===== src/rtl/addr_decode_pkg.sv =====
package addr_decode_pkg;

    // field and bus widths
    localparam int BYTE_W       = 8;
    localparam int WINDOW_BYTES = 6;
    localparam int PREFIX_SEL_W = 4;
    localparam int REG_W        = 3;
    localparam int SCALE_W      = 2;
    localparam int LEN_W        = 6;
    localparam int DISP_W       = 4;

    // one-hot length of modrm + sib + displacement
    localparam logic [LEN_W-1:0] LEN_0 = 6'b000001;
    localparam logic [LEN_W-1:0] LEN_1 = 6'b000010;
    localparam logic [LEN_W-1:0] LEN_2 = 6'b000100;
    localparam logic [LEN_W-1:0] LEN_3 = 6'b001000;
    localparam logic [LEN_W-1:0] LEN_5 = 6'b010000;
    localparam logic [LEN_W-1:0] LEN_6 = 6'b100000;

    // one-hot displacement size in bytes
    localparam logic [DISP_W-1:0] DISP_0 = 4'b0001;
    localparam logic [DISP_W-1:0] DISP_1 = 4'b0010;
    localparam logic [DISP_W-1:0] DISP_2 = 4'b0100;
    localparam logic [DISP_W-1:0] DISP_4 = 4'b1000;

    // special rm encodings
    localparam logic [REG_W-1:0] RM_SIB    = 3'd4;
    localparam logic [REG_W-1:0] RM_DISP32 = 3'd5;
    localparam logic [REG_W-1:0] RM_DISP16 = 3'd6;

    // 16-bit addressing registers
    localparam logic [REG_W-1:0] REG_BX = 3'd3;
    localparam logic [REG_W-1:0] REG_BP = 3'd5;
    localparam logic [REG_W-1:0] REG_SI = 3'd6;
    localparam logic [REG_W-1:0] REG_DI = 3'd7;

    // mod field of the modrm byte
    typedef enum logic [1:0] {
        MOD_INDIRECT  = 2'b00,
        MOD_DISP8     = 2'b01,
        MOD_DISP_FULL = 2'b10,
        MOD_REG       = 2'b11
    } mod_mode_e;

endpackage

===== src/rtl/addressing_decode.sv =====
`timescale 1ns/1ns

module addressing_decode (
    input  logic                                 clk,
    input  logic                                 rst,
    input  logic                                 decode_strobe,
    // packet[0] is the first instruction byte
    input  logic [addr_decode_pkg::WINDOW_BYTES-1:0][addr_decode_pkg::BYTE_W-1:0] packet,
    input  logic [addr_decode_pkg::PREFIX_SEL_W-1:0] num_prefixes_onehot,
    input  logic                                 is_double_op,
    input  logic                                 is_mod,
    input  logic                                 is_opsize_override,
    output logic                                 result_valid,
    output logic [addr_decode_pkg::LEN_W-1:0]    length_of_mod_sib_disp,
    output logic [addr_decode_pkg::DISP_W-1:0]   disp_size,
    output logic [addr_decode_pkg::REG_W-1:0]    r2_override_val,
    output logic                                 use_r2,
    output logic [addr_decode_pkg::REG_W-1:0]    r3_override_val,
    output logic                                 use_r3,
    output logic [addr_decode_pkg::SCALE_W-1:0]  shift_r3_amount,
    output logic                                 is_sib
);
    import addr_decode_pkg::*;

    logic [BYTE_W-1:0]  modrm_byte;
    logic [BYTE_W-1:0]  sib_byte;

    logic               is_sib_next;
    logic [REG_W-1:0]   r2_next;
    logic               use_r2_next;
    logic [REG_W-1:0]   r3_next;
    logic               use_r3_next;
    logic [SCALE_W-1:0] shift_next;
    logic [LEN_W-1:0]   length_next;
    logic [DISP_W-1:0]  disp_next;

    byte_window_select u_window (
        .packet              (packet),
        .num_prefixes_onehot (num_prefixes_onehot),
        .is_double_op        (is_double_op),
        .modrm_byte          (modrm_byte),
        .sib_byte            (sib_byte)
    );

    modrm_reg_select u_reg_sel (
        .modrm_byte         (modrm_byte),
        .sib_byte           (sib_byte),
        .is_mod             (is_mod),
        .is_opsize_override (is_opsize_override),
        .is_sib             (is_sib_next),
        .r2_override_val    (r2_next),
        .use_r2             (use_r2_next),
        .r3_override_val    (r3_next),
        .use_r3             (use_r3_next),
        .shift_r3_amount    (shift_next)
    );

    modrm_length_decode u_len (
        .modrm_byte             (modrm_byte),
        .is_sib                 (is_sib_next),
        .is_mod                 (is_mod),
        .is_opsize_override     (is_opsize_override),
        .length_of_mod_sib_disp (length_next),
        .disp_size              (disp_next)
    );

    // results held until the next strobe
    always_ff @(posedge clk) begin
        if (rst) begin
            result_valid           <= 1'b0;
            length_of_mod_sib_disp <= '0;
            disp_size              <= '0;
            r2_override_val        <= '0;
            use_r2                 <= 1'b0;
            r3_override_val        <= '0;
            use_r3                 <= 1'b0;
            shift_r3_amount        <= '0;
            is_sib                 <= 1'b0;
        end else begin
            result_valid <= decode_strobe;
            if (decode_strobe) begin
                length_of_mod_sib_disp <= length_next;
                disp_size              <= disp_next;
                r2_override_val        <= r2_next;
                use_r2                 <= use_r2_next;
                r3_override_val        <= r3_next;
                use_r3                 <= use_r3_next;
                shift_r3_amount        <= shift_next;
                is_sib                 <= is_sib_next;
            end
        end
    end

endmodule


===== src/rtl/modrm_length_decode.sv =====
`timescale 1ns/1ns

module modrm_length_decode (
    input  logic [addr_decode_pkg::BYTE_W-1:0] modrm_byte,
    input  logic                               is_sib,
    input  logic                               is_mod,
    input  logic                               is_opsize_override,
    output logic [addr_decode_pkg::LEN_W-1:0]  length_of_mod_sib_disp,
    output logic [addr_decode_pkg::DISP_W-1:0] disp_size
);
    import addr_decode_pkg::*;

    mod_mode_e        mod_f;
    logic [REG_W-1:0] rm;

    assign mod_f = mod_mode_e'(modrm_byte[7:6]);
    assign rm    = modrm_byte[2:0];

    always_comb begin
        length_of_mod_sib_disp = LEN_0;
        disp_size              = DISP_0;

        if (is_mod && !is_opsize_override) begin
            // 32-bit addressing
            case (mod_f)
                MOD_REG: begin
                    length_of_mod_sib_disp = LEN_1;
                    disp_size              = DISP_0;
                end
                MOD_INDIRECT: begin
                    if (rm == RM_DISP32) begin
                        length_of_mod_sib_disp = LEN_5;
                        disp_size              = DISP_4;
                    end else if (is_sib) begin
                        length_of_mod_sib_disp = LEN_2;
                        disp_size              = DISP_0;
                    end else begin
                        length_of_mod_sib_disp = LEN_1;
                        disp_size              = DISP_0;
                    end
                end
                MOD_DISP8: begin
                    length_of_mod_sib_disp = is_sib ? LEN_3 : LEN_2;
                    disp_size              = DISP_1;
                end
                MOD_DISP_FULL: begin
                    length_of_mod_sib_disp = is_sib ? LEN_6 : LEN_5;
                    disp_size              = DISP_4;
                end
                default: begin
                    length_of_mod_sib_disp = LEN_0;
                    disp_size              = DISP_0;
                end
            endcase
        end else if (is_mod) begin
            // 16-bit addressing, no sib and at most two displacement bytes
            case (mod_f)
                MOD_REG: begin
                    length_of_mod_sib_disp = LEN_1;
                    disp_size              = DISP_0;
                end
                MOD_INDIRECT: begin
                    if (rm == RM_DISP16) begin
                        length_of_mod_sib_disp = LEN_3;
                        disp_size              = DISP_2;
                    end else begin
                        length_of_mod_sib_disp = LEN_1;
                        disp_size              = DISP_0;
                    end
                end
                MOD_DISP8: begin
                    length_of_mod_sib_disp = LEN_2;
                    disp_size              = DISP_1;
                end
                MOD_DISP_FULL: begin
                    length_of_mod_sib_disp = LEN_3;
                    disp_size              = DISP_2;
                end
                default: begin
                    length_of_mod_sib_disp = LEN_0;
                    disp_size              = DISP_0;
                end
            endcase
        end
    end

endmodule


===== src/rtl/modrm_reg_select.sv =====
`timescale 1ns/1ns

module modrm_reg_select (
    input  logic [addr_decode_pkg::BYTE_W-1:0]  modrm_byte,
    input  logic [addr_decode_pkg::BYTE_W-1:0]  sib_byte,
    input  logic                                is_mod,
    input  logic                                is_opsize_override,
    output logic                                is_sib,
    output logic [addr_decode_pkg::REG_W-1:0]   r2_override_val,
    output logic                                use_r2,
    output logic [addr_decode_pkg::REG_W-1:0]   r3_override_val,
    output logic                                use_r3,
    output logic [addr_decode_pkg::SCALE_W-1:0] shift_r3_amount
);
    import addr_decode_pkg::*;

    mod_mode_e          mod_f;
    logic [REG_W-1:0]   rm;
    logic [SCALE_W-1:0] sib_scale;
    logic [REG_W-1:0]   sib_index;
    logic [REG_W-1:0]   sib_base;
    logic               mode32;
    logic               mem_operand;

    assign mod_f     = mod_mode_e'(modrm_byte[7:6]);
    assign rm        = modrm_byte[2:0];
    assign sib_scale = sib_byte[7:6];
    assign sib_index = sib_byte[5:3];
    assign sib_base  = sib_byte[2:0];

    assign mode32      = !is_opsize_override;
    assign mem_operand = (mod_f != MOD_REG);

    // only 32-bit memory forms carry a sib byte
    assign is_sib = is_mod && mode32 && mem_operand && (rm == RM_SIB);

    always_comb begin
        if (is_sib) begin
            r2_override_val = sib_base;
            r3_override_val = sib_index;
        end else if (!mode32 && mem_operand) begin
            // bx/bp base, si/di index of the 16-bit forms
            if (rm == 3'd2 || rm == 3'd3 || rm == RM_DISP16) begin
                r2_override_val = REG_BP;
            end else begin
                r2_override_val = REG_BX;
            end
            r3_override_val = rm[0] ? REG_DI : REG_SI;
        end else begin
            r2_override_val = rm;
            r3_override_val = sib_index;
        end
    end

    assign shift_r3_amount = is_sib ? sib_scale : '0;

    always_comb begin
        use_r2 = 1'b0;
        use_r3 = 1'b0;
        if (is_mod) begin
            if (mod_f == MOD_REG) begin
                use_r2 = 1'b1;
            end else if (mode32) begin
                // absolute disp32 has no base
                use_r2 = !(mod_f == MOD_INDIRECT && rm == RM_DISP32);
            end else begin
                use_r2 = (rm <= 3'd3)
                      || (rm == 3'd7 && mod_f == MOD_INDIRECT)
                      || (rm >= RM_DISP16 && mod_f != MOD_INDIRECT);
            end

            if (mode32) begin
                use_r3 = is_sib;
            end else begin
                use_r3 = mem_operand && (rm <= 3'd5);
            end
        end
    end

endmodule


===== src/rtl/byte_window_select.sv =====
`timescale 1ns/1ns

module byte_window_select (
    // packet[0] is the first instruction byte
    input  logic [addr_decode_pkg::WINDOW_BYTES-1:0][addr_decode_pkg::BYTE_W-1:0] packet,
    input  logic [addr_decode_pkg::PREFIX_SEL_W-1:0] num_prefixes_onehot,
    input  logic                                     is_double_op,
    output logic [addr_decode_pkg::BYTE_W-1:0]       modrm_byte,
    output logic [addr_decode_pkg::BYTE_W-1:0]       sib_byte
);
    import addr_decode_pkg::*;

    logic [2:0] prefix_count;
    // offset of the modrm byte inside the window
    logic [2:0] modrm_pos;

    always_comb begin
        prefix_count = 3'd0;
        // scan downwards so the lowest set bit is the one that sticks
        for (int i = PREFIX_SEL_W - 1; i >= 0; i--) begin
            if (num_prefixes_onehot[i]) begin
                prefix_count = 3'(i);
            end
        end
    end

    // two-byte opcodes push modrm one byte further out
    assign modrm_pos = prefix_count + {2'b00, is_double_op};

    always_comb begin
        modrm_byte = '0;
        sib_byte   = '0;
        for (int j = 0; j < WINDOW_BYTES - 1; j++) begin
            if (modrm_pos == 3'(j)) begin
                modrm_byte = packet[j];
                sib_byte   = packet[j+1];
            end
        end
    end

endmodule


===== config.mk =====
export PLATFORM = sky130hd
export DESIGN_NAME = addressing_decode
export DESIGN_NICKNAME = d
export VERILOG_FILES = /design/src/rtl/addr_decode_pkg.sv /design/src/rtl/addressing_decode.sv /design/src/rtl/modrm_length_decode.sv /design/src/rtl/modrm_reg_select.sv /design/src/rtl/byte_window_select.sv
export SDC_FILE = /design/constraint.sdc
export NUM_CORES = 1
export LEC_CHECK = 0
export BUFFER_PORTS_ARGS = -buffer_cell sky130_fd_sc_hd__buf_2
export CORE_MARGIN = 5
export CORE_UTILIZATION = 44
export CTS_CLUSTER_DIAMETER = 120
export DETAILED_ROUTE_END_ITERATION = 8
export PLACE_DENSITY_LB_ADDON = 0.1
export SETUP_SLACK_MARGIN = 0.15
export SYNTH_ARGS = -nofsm -noshare
export SYNTH_HDL_FRONTEND = slang
export SYNTH_HIERARCHICAL = 1
export SYNTH_SLANG_ARGS = --single-unit

===== constraint.sdc =====
create_clock -name clk -period 3.44 [get_ports clk]
set_clock_uncertainty 0.15 [all_clocks]
set_input_delay 0.516 -clock clk [delete_from_list [all_inputs] [get_ports clk]]
set_output_delay 0.516 -clock clk [all_outputs]
set_load 0.01 [all_outputs]

After elaboration in Yosys (flattened, before gate mapping)
Index checks and enable logic that the tools add are counted.
{ "classes": {"addsub": 1, "n_lt_le_gt_ge": 3, "eq_ne": 14, "n_mux": 41, "reduce_logical": 17} }
{ "op_table": {"columns": ["op", "n"], "rows": [
  ["$mux 8", 10],
  ["$pmux 6 s4", 2],
  ["$pmux 4 s4", 2],
  ["$mux 6", 4],
  ["$mux 3", 7],
  ["$mux 4", 5],
  ["$eq 3x3->1 const B", 5],
  ["$eq 3x2->1 const B", 4],
  ["$mux 2", 5],
  ["$logic_and 1x1->1", 8],
  ["$mux 1", 6],
  ["$eq 2x2->1 const B", 2],
  ["$logic_or 1x1->1", 4],
  ["$add 2x1->3", 1],
  ["$eq 3x1->1 const B", 1],
  ["$ge 3x3->1 const B", 1],
  ["$le 3x2->1 const B", 1],
  ["$le 3x3->1 const B", 1],
  ["$logic_not 3->1", 1],
  ["$eq 2x1->1 const B", 1],
  ["$logic_not 1->1", 2],
  ["$logic_not 2->1", 1],
  ["$ne 2x2->1 const B", 1],
  ["$reduce_bool 2->1", 1]
]} }
{ "totals": {"regBits": 22, "in_bits": 58, "out_inout_bits": 22} }

Longest topological paths before layout
{ "logic_depth": {"word_depth": 18, "mapped_depth": 18, "mapped_depth_nobuf": 15} }

Modules after synthesis
The synthesis kept the hierarchy.
{ "modules_own_cells": {"columns": ["mod", "instances", "cells_per_inst", "area_per_inst_um2"], "rows": [
  ["addressing_decode", 1, 70, 795.8],
  ["byte_window_select", 1, 85, 737.0],
  ["modrm_length_decode", 1, 40, 280.3],
  ["modrm_reg_select", 1, 23, 176.4]
]} }

Least setup slack after synthesis
No wires, ideal clock.
{ "synth_path": {"path_kind": "input to register", "from": "input num_prefixes_onehot[2] in the netlist's numbering", "to": "register length_of_mod_sib_disp[3] in the netlist's numbering", "setup_time_ns": 0.064, "arrival_ns": 3.372, "required_ns": 3.226, "path_slack_ns": -0.146, "stages": 17, "n_path_buf": 2, "path_cell_list": "inv_1 -> a21oi_1 -> nor2_1 -> ha_1 -> ha_1 -> buf_6 -> buf_12 -> mux2_2 -> a22oi_1 -> o21ai_0 -> inv_1 -> ha_1 -> nand2_2 -> or4b_4 -> a311oi_2 -> mux2i_1 -> nor2_1"} }
{ "synth_between": {"elab_chain_len": 16, "word_cells_on_any_way": 29, "cone_classes": "add/sub: 1; eq/ne: 10; mux: 14; reduce/logical: 4"} }
{ "synth_lines": {"columns": ["element", "line_no", "rtl"], "rows": [
  ["start, declared", "addressing_decode.sv:9", "input logic [addr_decode_pkg::PREFIX_SEL_W-1:0] num_prefixes_onehot,"],
  ["$mux 2 (*) (3 in a row)", "byte_window_select.sv:21", "if (num_prefixes_onehot[i]) begin"],
  ["$add 2x1->3 (*)", "byte_window_select.sv:28", "assign modrm_pos = prefix_count + {2'b00, is_double_op};"],
  ["$logic_not 3->1", "byte_window_select.sv:34", "if (modrm_pos == 3'(j)) begin"],
  ["$mux 8 (4 in a row)", "byte_window_select.sv:34", null],
  ["$mux 8 (*)", "byte_window_select.sv:34", null],
  ["via modrm_byte[6]", "addressing_decode.sv:25", "logic [BYTE_W-1:0] modrm_byte;"],
  ["$ne 2x2->1", "modrm_reg_select.sv:32", "assign mem_operand = (mod_f != MOD_REG);"],
  ["$logic_and 1x1->1 (2 in a row)", "modrm_reg_select.sv:35", "assign is_sib = is_mod && mode32 && mem_operand && (rm == RM_SIB);"],
  ["$mux 4", "modrm_length_decode.sv:43", "length_of_mod_sib_disp = is_sib ? LEN_3 : LEN_2;"],
  ["$pmux 6 s4", "modrm_length_decode.sv:25", "case (mod_f)"],
  ["$mux 6 (*)", "modrm_length_decode.sv:23", "if (is_mod && !is_opsize_override) begin"],
  ["via length_next[3]", "addressing_decode.sv:34", "logic [LEN_W-1:0] length_next;"],
  ["end signal, assigned", "addressing_decode.sv:82", "length_of_mod_sib_disp <= length_next;"],
  ["end, declared", "addressing_decode.sv:14", "output logic [addr_decode_pkg::LEN_W-1:0] length_of_mod_sib_disp,"]
]} }
Mark *: on every way through the listed nets, which the timed path passes. The rest lies on a longest branch. The select of a mux whose other input is x is not followed.
A chain may end at the register's enable or synchronous reset.

Worst setup path after layout
{ "layout_path": {"from": "input num_prefixes_onehot[2] in the netlist's numbering", "to": "register length_of_mod_sib_disp[2] in the netlist's numbering"} }
{ "layout_between": {"word_cells_on_any_way": 30, "cone_classes": "add/sub: 1; eq/ne: 10; mux: 15; reduce/logical: 4"} }
{ "layout_rtl": {"columns": ["element", "line_no", "rtl"], "rows": [
  ["$mux 2 (*) (3 in a row)", "byte_window_select.sv:21", null],
  ["$add 2x1->3 (*)", "byte_window_select.sv:28", null],
  ["$logic_not 3->1", "byte_window_select.sv:34", null],
  ["$mux 8 (4 in a row)", "byte_window_select.sv:34", null],
  ["$mux 8 (*)", "byte_window_select.sv:34", null],
  ["via modrm_byte[0]", "addressing_decode.sv:25", null],
  ["$eq 3x3->1 (*)", "modrm_reg_select.sv:35", null],
  ["$logic_and 1x1->1 (*)", "modrm_reg_select.sv:35", null],
  ["via is_sib_next", "addressing_decode.sv:28", "logic is_sib_next;"],
  ["$mux 3", "modrm_length_decode.sv:34", "end else if (is_sib) begin"],
  ["$mux 6", "modrm_length_decode.sv:31", "if (rm == RM_DISP32) begin"],
  ["$pmux 6 s4 (*)", "modrm_length_decode.sv:25", null],
  ["$mux 6 (*)", "modrm_length_decode.sv:23", null],
  ["via length_next[2]", "addressing_decode.sv:34", null]
]} }
Marks and branches as above.

==> metrics.yaml <==
report.final.slew_viol_count: 0
largest_vdd_supply_drop_mv: 0.274
combPwrFrac: 0.431
crit_path_cell_trace: "buf_2, inv_8, a21oi_2, nor2_2, ha_4, ha_4, buf_4, mux2_4, a221o_2, a2111oi_4, buf_4, and4bb_2, nand2_1, a21oi_1, mux2i_1, nor2_1"
period_needed_ps: 3150
p_total_uw: 917
fmax_mhz: 318
timing_hold_violations_final: 0
ant_nets: 0
crit_path_start_kind: "primary input"
placement.cell_area_um2: 2430
netSwitchingFraction: 0.313
layout-drive-gt1-share: 0.492
design.die.area_um2: 5670
vias_in_the_first_global_route: 1784
min_to: "r3_override_val[1]"
placement_rows: 23
core-area_um2: 4060
sequentialPowerShare: 0.304
clk_root_buffer_cell: "clkbuf_8"
run_status: "completed"
layout.area.seq_um2: 440
post-route-cell-area_um2: 2550
detail_route.wirelength_um: 4790
worst_slew_margin_rel: 0.578
timing.critical_path.buf_inv: 4
min_period_over_period: 0.915
synth.cell_area_um2: 1880
max_slew.worst_pin.slew_ps: 634
dp.cells: 345
pin_count: 80
yosys_warnings: 6
grt_use_total: 0.171
clk_pin_slew_ps: 80
grt_setup_unrepaired: "false"
timing.hold.worst.start: "r3_override_val[1]"
synthesis.instances: 205
clock_tree.htree_level_count: 1
pwr-share-clk: 0.265
grt_max_degree: 23
antenna_cells_inserted: 0
maxCapViolCount: 0
clock_tree_from_tritoncts: "yes"
remaining_drc_errors: 0
crit_path_end_kind: "flop"
rr_worst_depth: 2
setup_total_negative_slack_ps: 0
initial_core_util: 0.462
crit-reg2reg-capture: "r2_override_val[2]"
cellPowerDensity_nw_per_um2: 360
final_cells: 351
cp_data_required_time_ps: 3490
layout.filler_cells: 356
hold_class: "flop to flop"
r2r-start: "r2_override_val[2]"
worstSkewPairLatency_ps: 260
peak_per_stage_delay_on_the_critical_path_ps: 410
port_buffers: 76
gpl.final_weighted_congestion: 0.860
p_leak_uw: 0.00127
grt_pass1_wl_um: 7730
family_with_the_most_delay_on_the_worst_path: "compound AO/OA/AOI/OAI gates"
postSynthNetCount: 269
timing.reg2reg.setup_slack_ps: 2660
initial_drt_markers: 73
timing.hold.worst_path_depth: 2
hold_ws_ps: 341
die-width_um: 75.3
vias: 1786
p_sw_uw: 287
cp_data_arrival_time_ps: 3200
drt_pass_1_iters: 4
power.internal_uw: 630
worst_setup_path_category: "primary input to flop"
dp_hpwl_um: 3880
cts_hold_repair.buffers: 0
clk_path_buf_depth: 2
critical_path_s_slowest_cell: "a221o_2"
postSynthAreaPerCell_um2: 9.15
antenna_violations_before_repair: 0
overflow: 0
finalSetupViolCount: 0
clock-sinks: 22
flow.area_growth_from_synthesis_pct: 35.9
nets: 366
crit_fanout: 8
multi_input_area_um2: 1320
vias_per_cell: 5.09
die_height_um: 75.3
routedWlPerCell_um: 13.6
numCtsBuffers: 3
## per-stage QoR
step	util	setup WS [ps]
floorplan	-	-36.4
global placement	0.599	23.2
detailed placement	0.599	11.1
CTS	0.616	286
global route	0.628	150
finish	0.628	293
## per-layer routing
layer	part of all wire	wire length, µm	global-route usage
met2	0.47	2240	0.287
met5	0	0	0
met1	0.47	2240	0.231
met3	0.056	270	0.0343
met4	0.0083	40	0.0291
## registers in the layout, indices dropped and copies added, names as in the netlist
| register | count |
|---|---|
| r3_override_val | 3 |
| length_of_mod_sib_disp | 6 |
| use_r3 | 1 |
| use_r2 | 1 |
| r2_override_val | 3 |
| result_valid | 1 |
| disp_size | 4 |
| is_sib | 1 |
| shift_r3_amount | 2 |
## worst max-delay path by stage
stage,from,endpoint,slack (ps),cells past startpoint
3_5_place_dp,num_prefixes_onehot[2],length_of_mod_sib_disp[3],10,17
3_3_place_gp,num_prefixes_onehot[2],length_of_mod_sib_disp[2],20,16
4_1_cts,num_prefixes_onehot[2],length_of_mod_sib_disp[3],290,17
5_1_grt,num_prefixes_onehot[2],length_of_mod_sib_disp[2],150,16
2_1_floorplan,num_prefixes_onehot[2],length_of_mod_sib_disp[1],-40,16
6_report,num_prefixes_onehot[2],length_of_mod_sib_disp[2],290,16
## what timing repair did
item                       CTS  global route
resized for setup            0             8
setup endpoints to repair    0             3
setup buffers                0             2
## worst register-to-register path: stages, from the launching register on
cell     delay (ps)
dfxtp_1         340
mux2i_1         130
nor2_1           50
## placed cells by master (no fill, tap or decap), types with 2 or more instances in the layout
master	count
mux2i_1	35
buf_4	29
nor4_1	2
ha_4	2
inv_1	8
or2_2	2
buf_2	76
and2_1	3
mux2_2	9
a2bb2oi_1	2
nand3b_1	3
mux2_4	4
dfxtp_1	22
a21oi_1	4
nor3_1	2
a221o_1	10
nand2_1	6
nand2b_1	4
ha_1	3
clkbuf_8	3
nor2_1	39
o21ai_0	2
## power groups by stage
stage	registers [µW]	clock network [µW]	logic, µW
2_1_floorplan	293	0	245
3_3_place_gp	285	0	380
3_5_place_dp	285	0	381
4_1_cts	279	252	383
5_1_grt	281	262	434
6_report	279	243	395
## final cells by class
class                      instances  share of cell area
inverter                          10              0.0177
timing repair buffer             106               0.239
clock inverter                     1              0.0118
clock buffer                       3              0.0162
tap                               50              0.0245
sequential                        22               0.173
multi-input combinational        159               0.518
(Power assumes the default switching activity.)
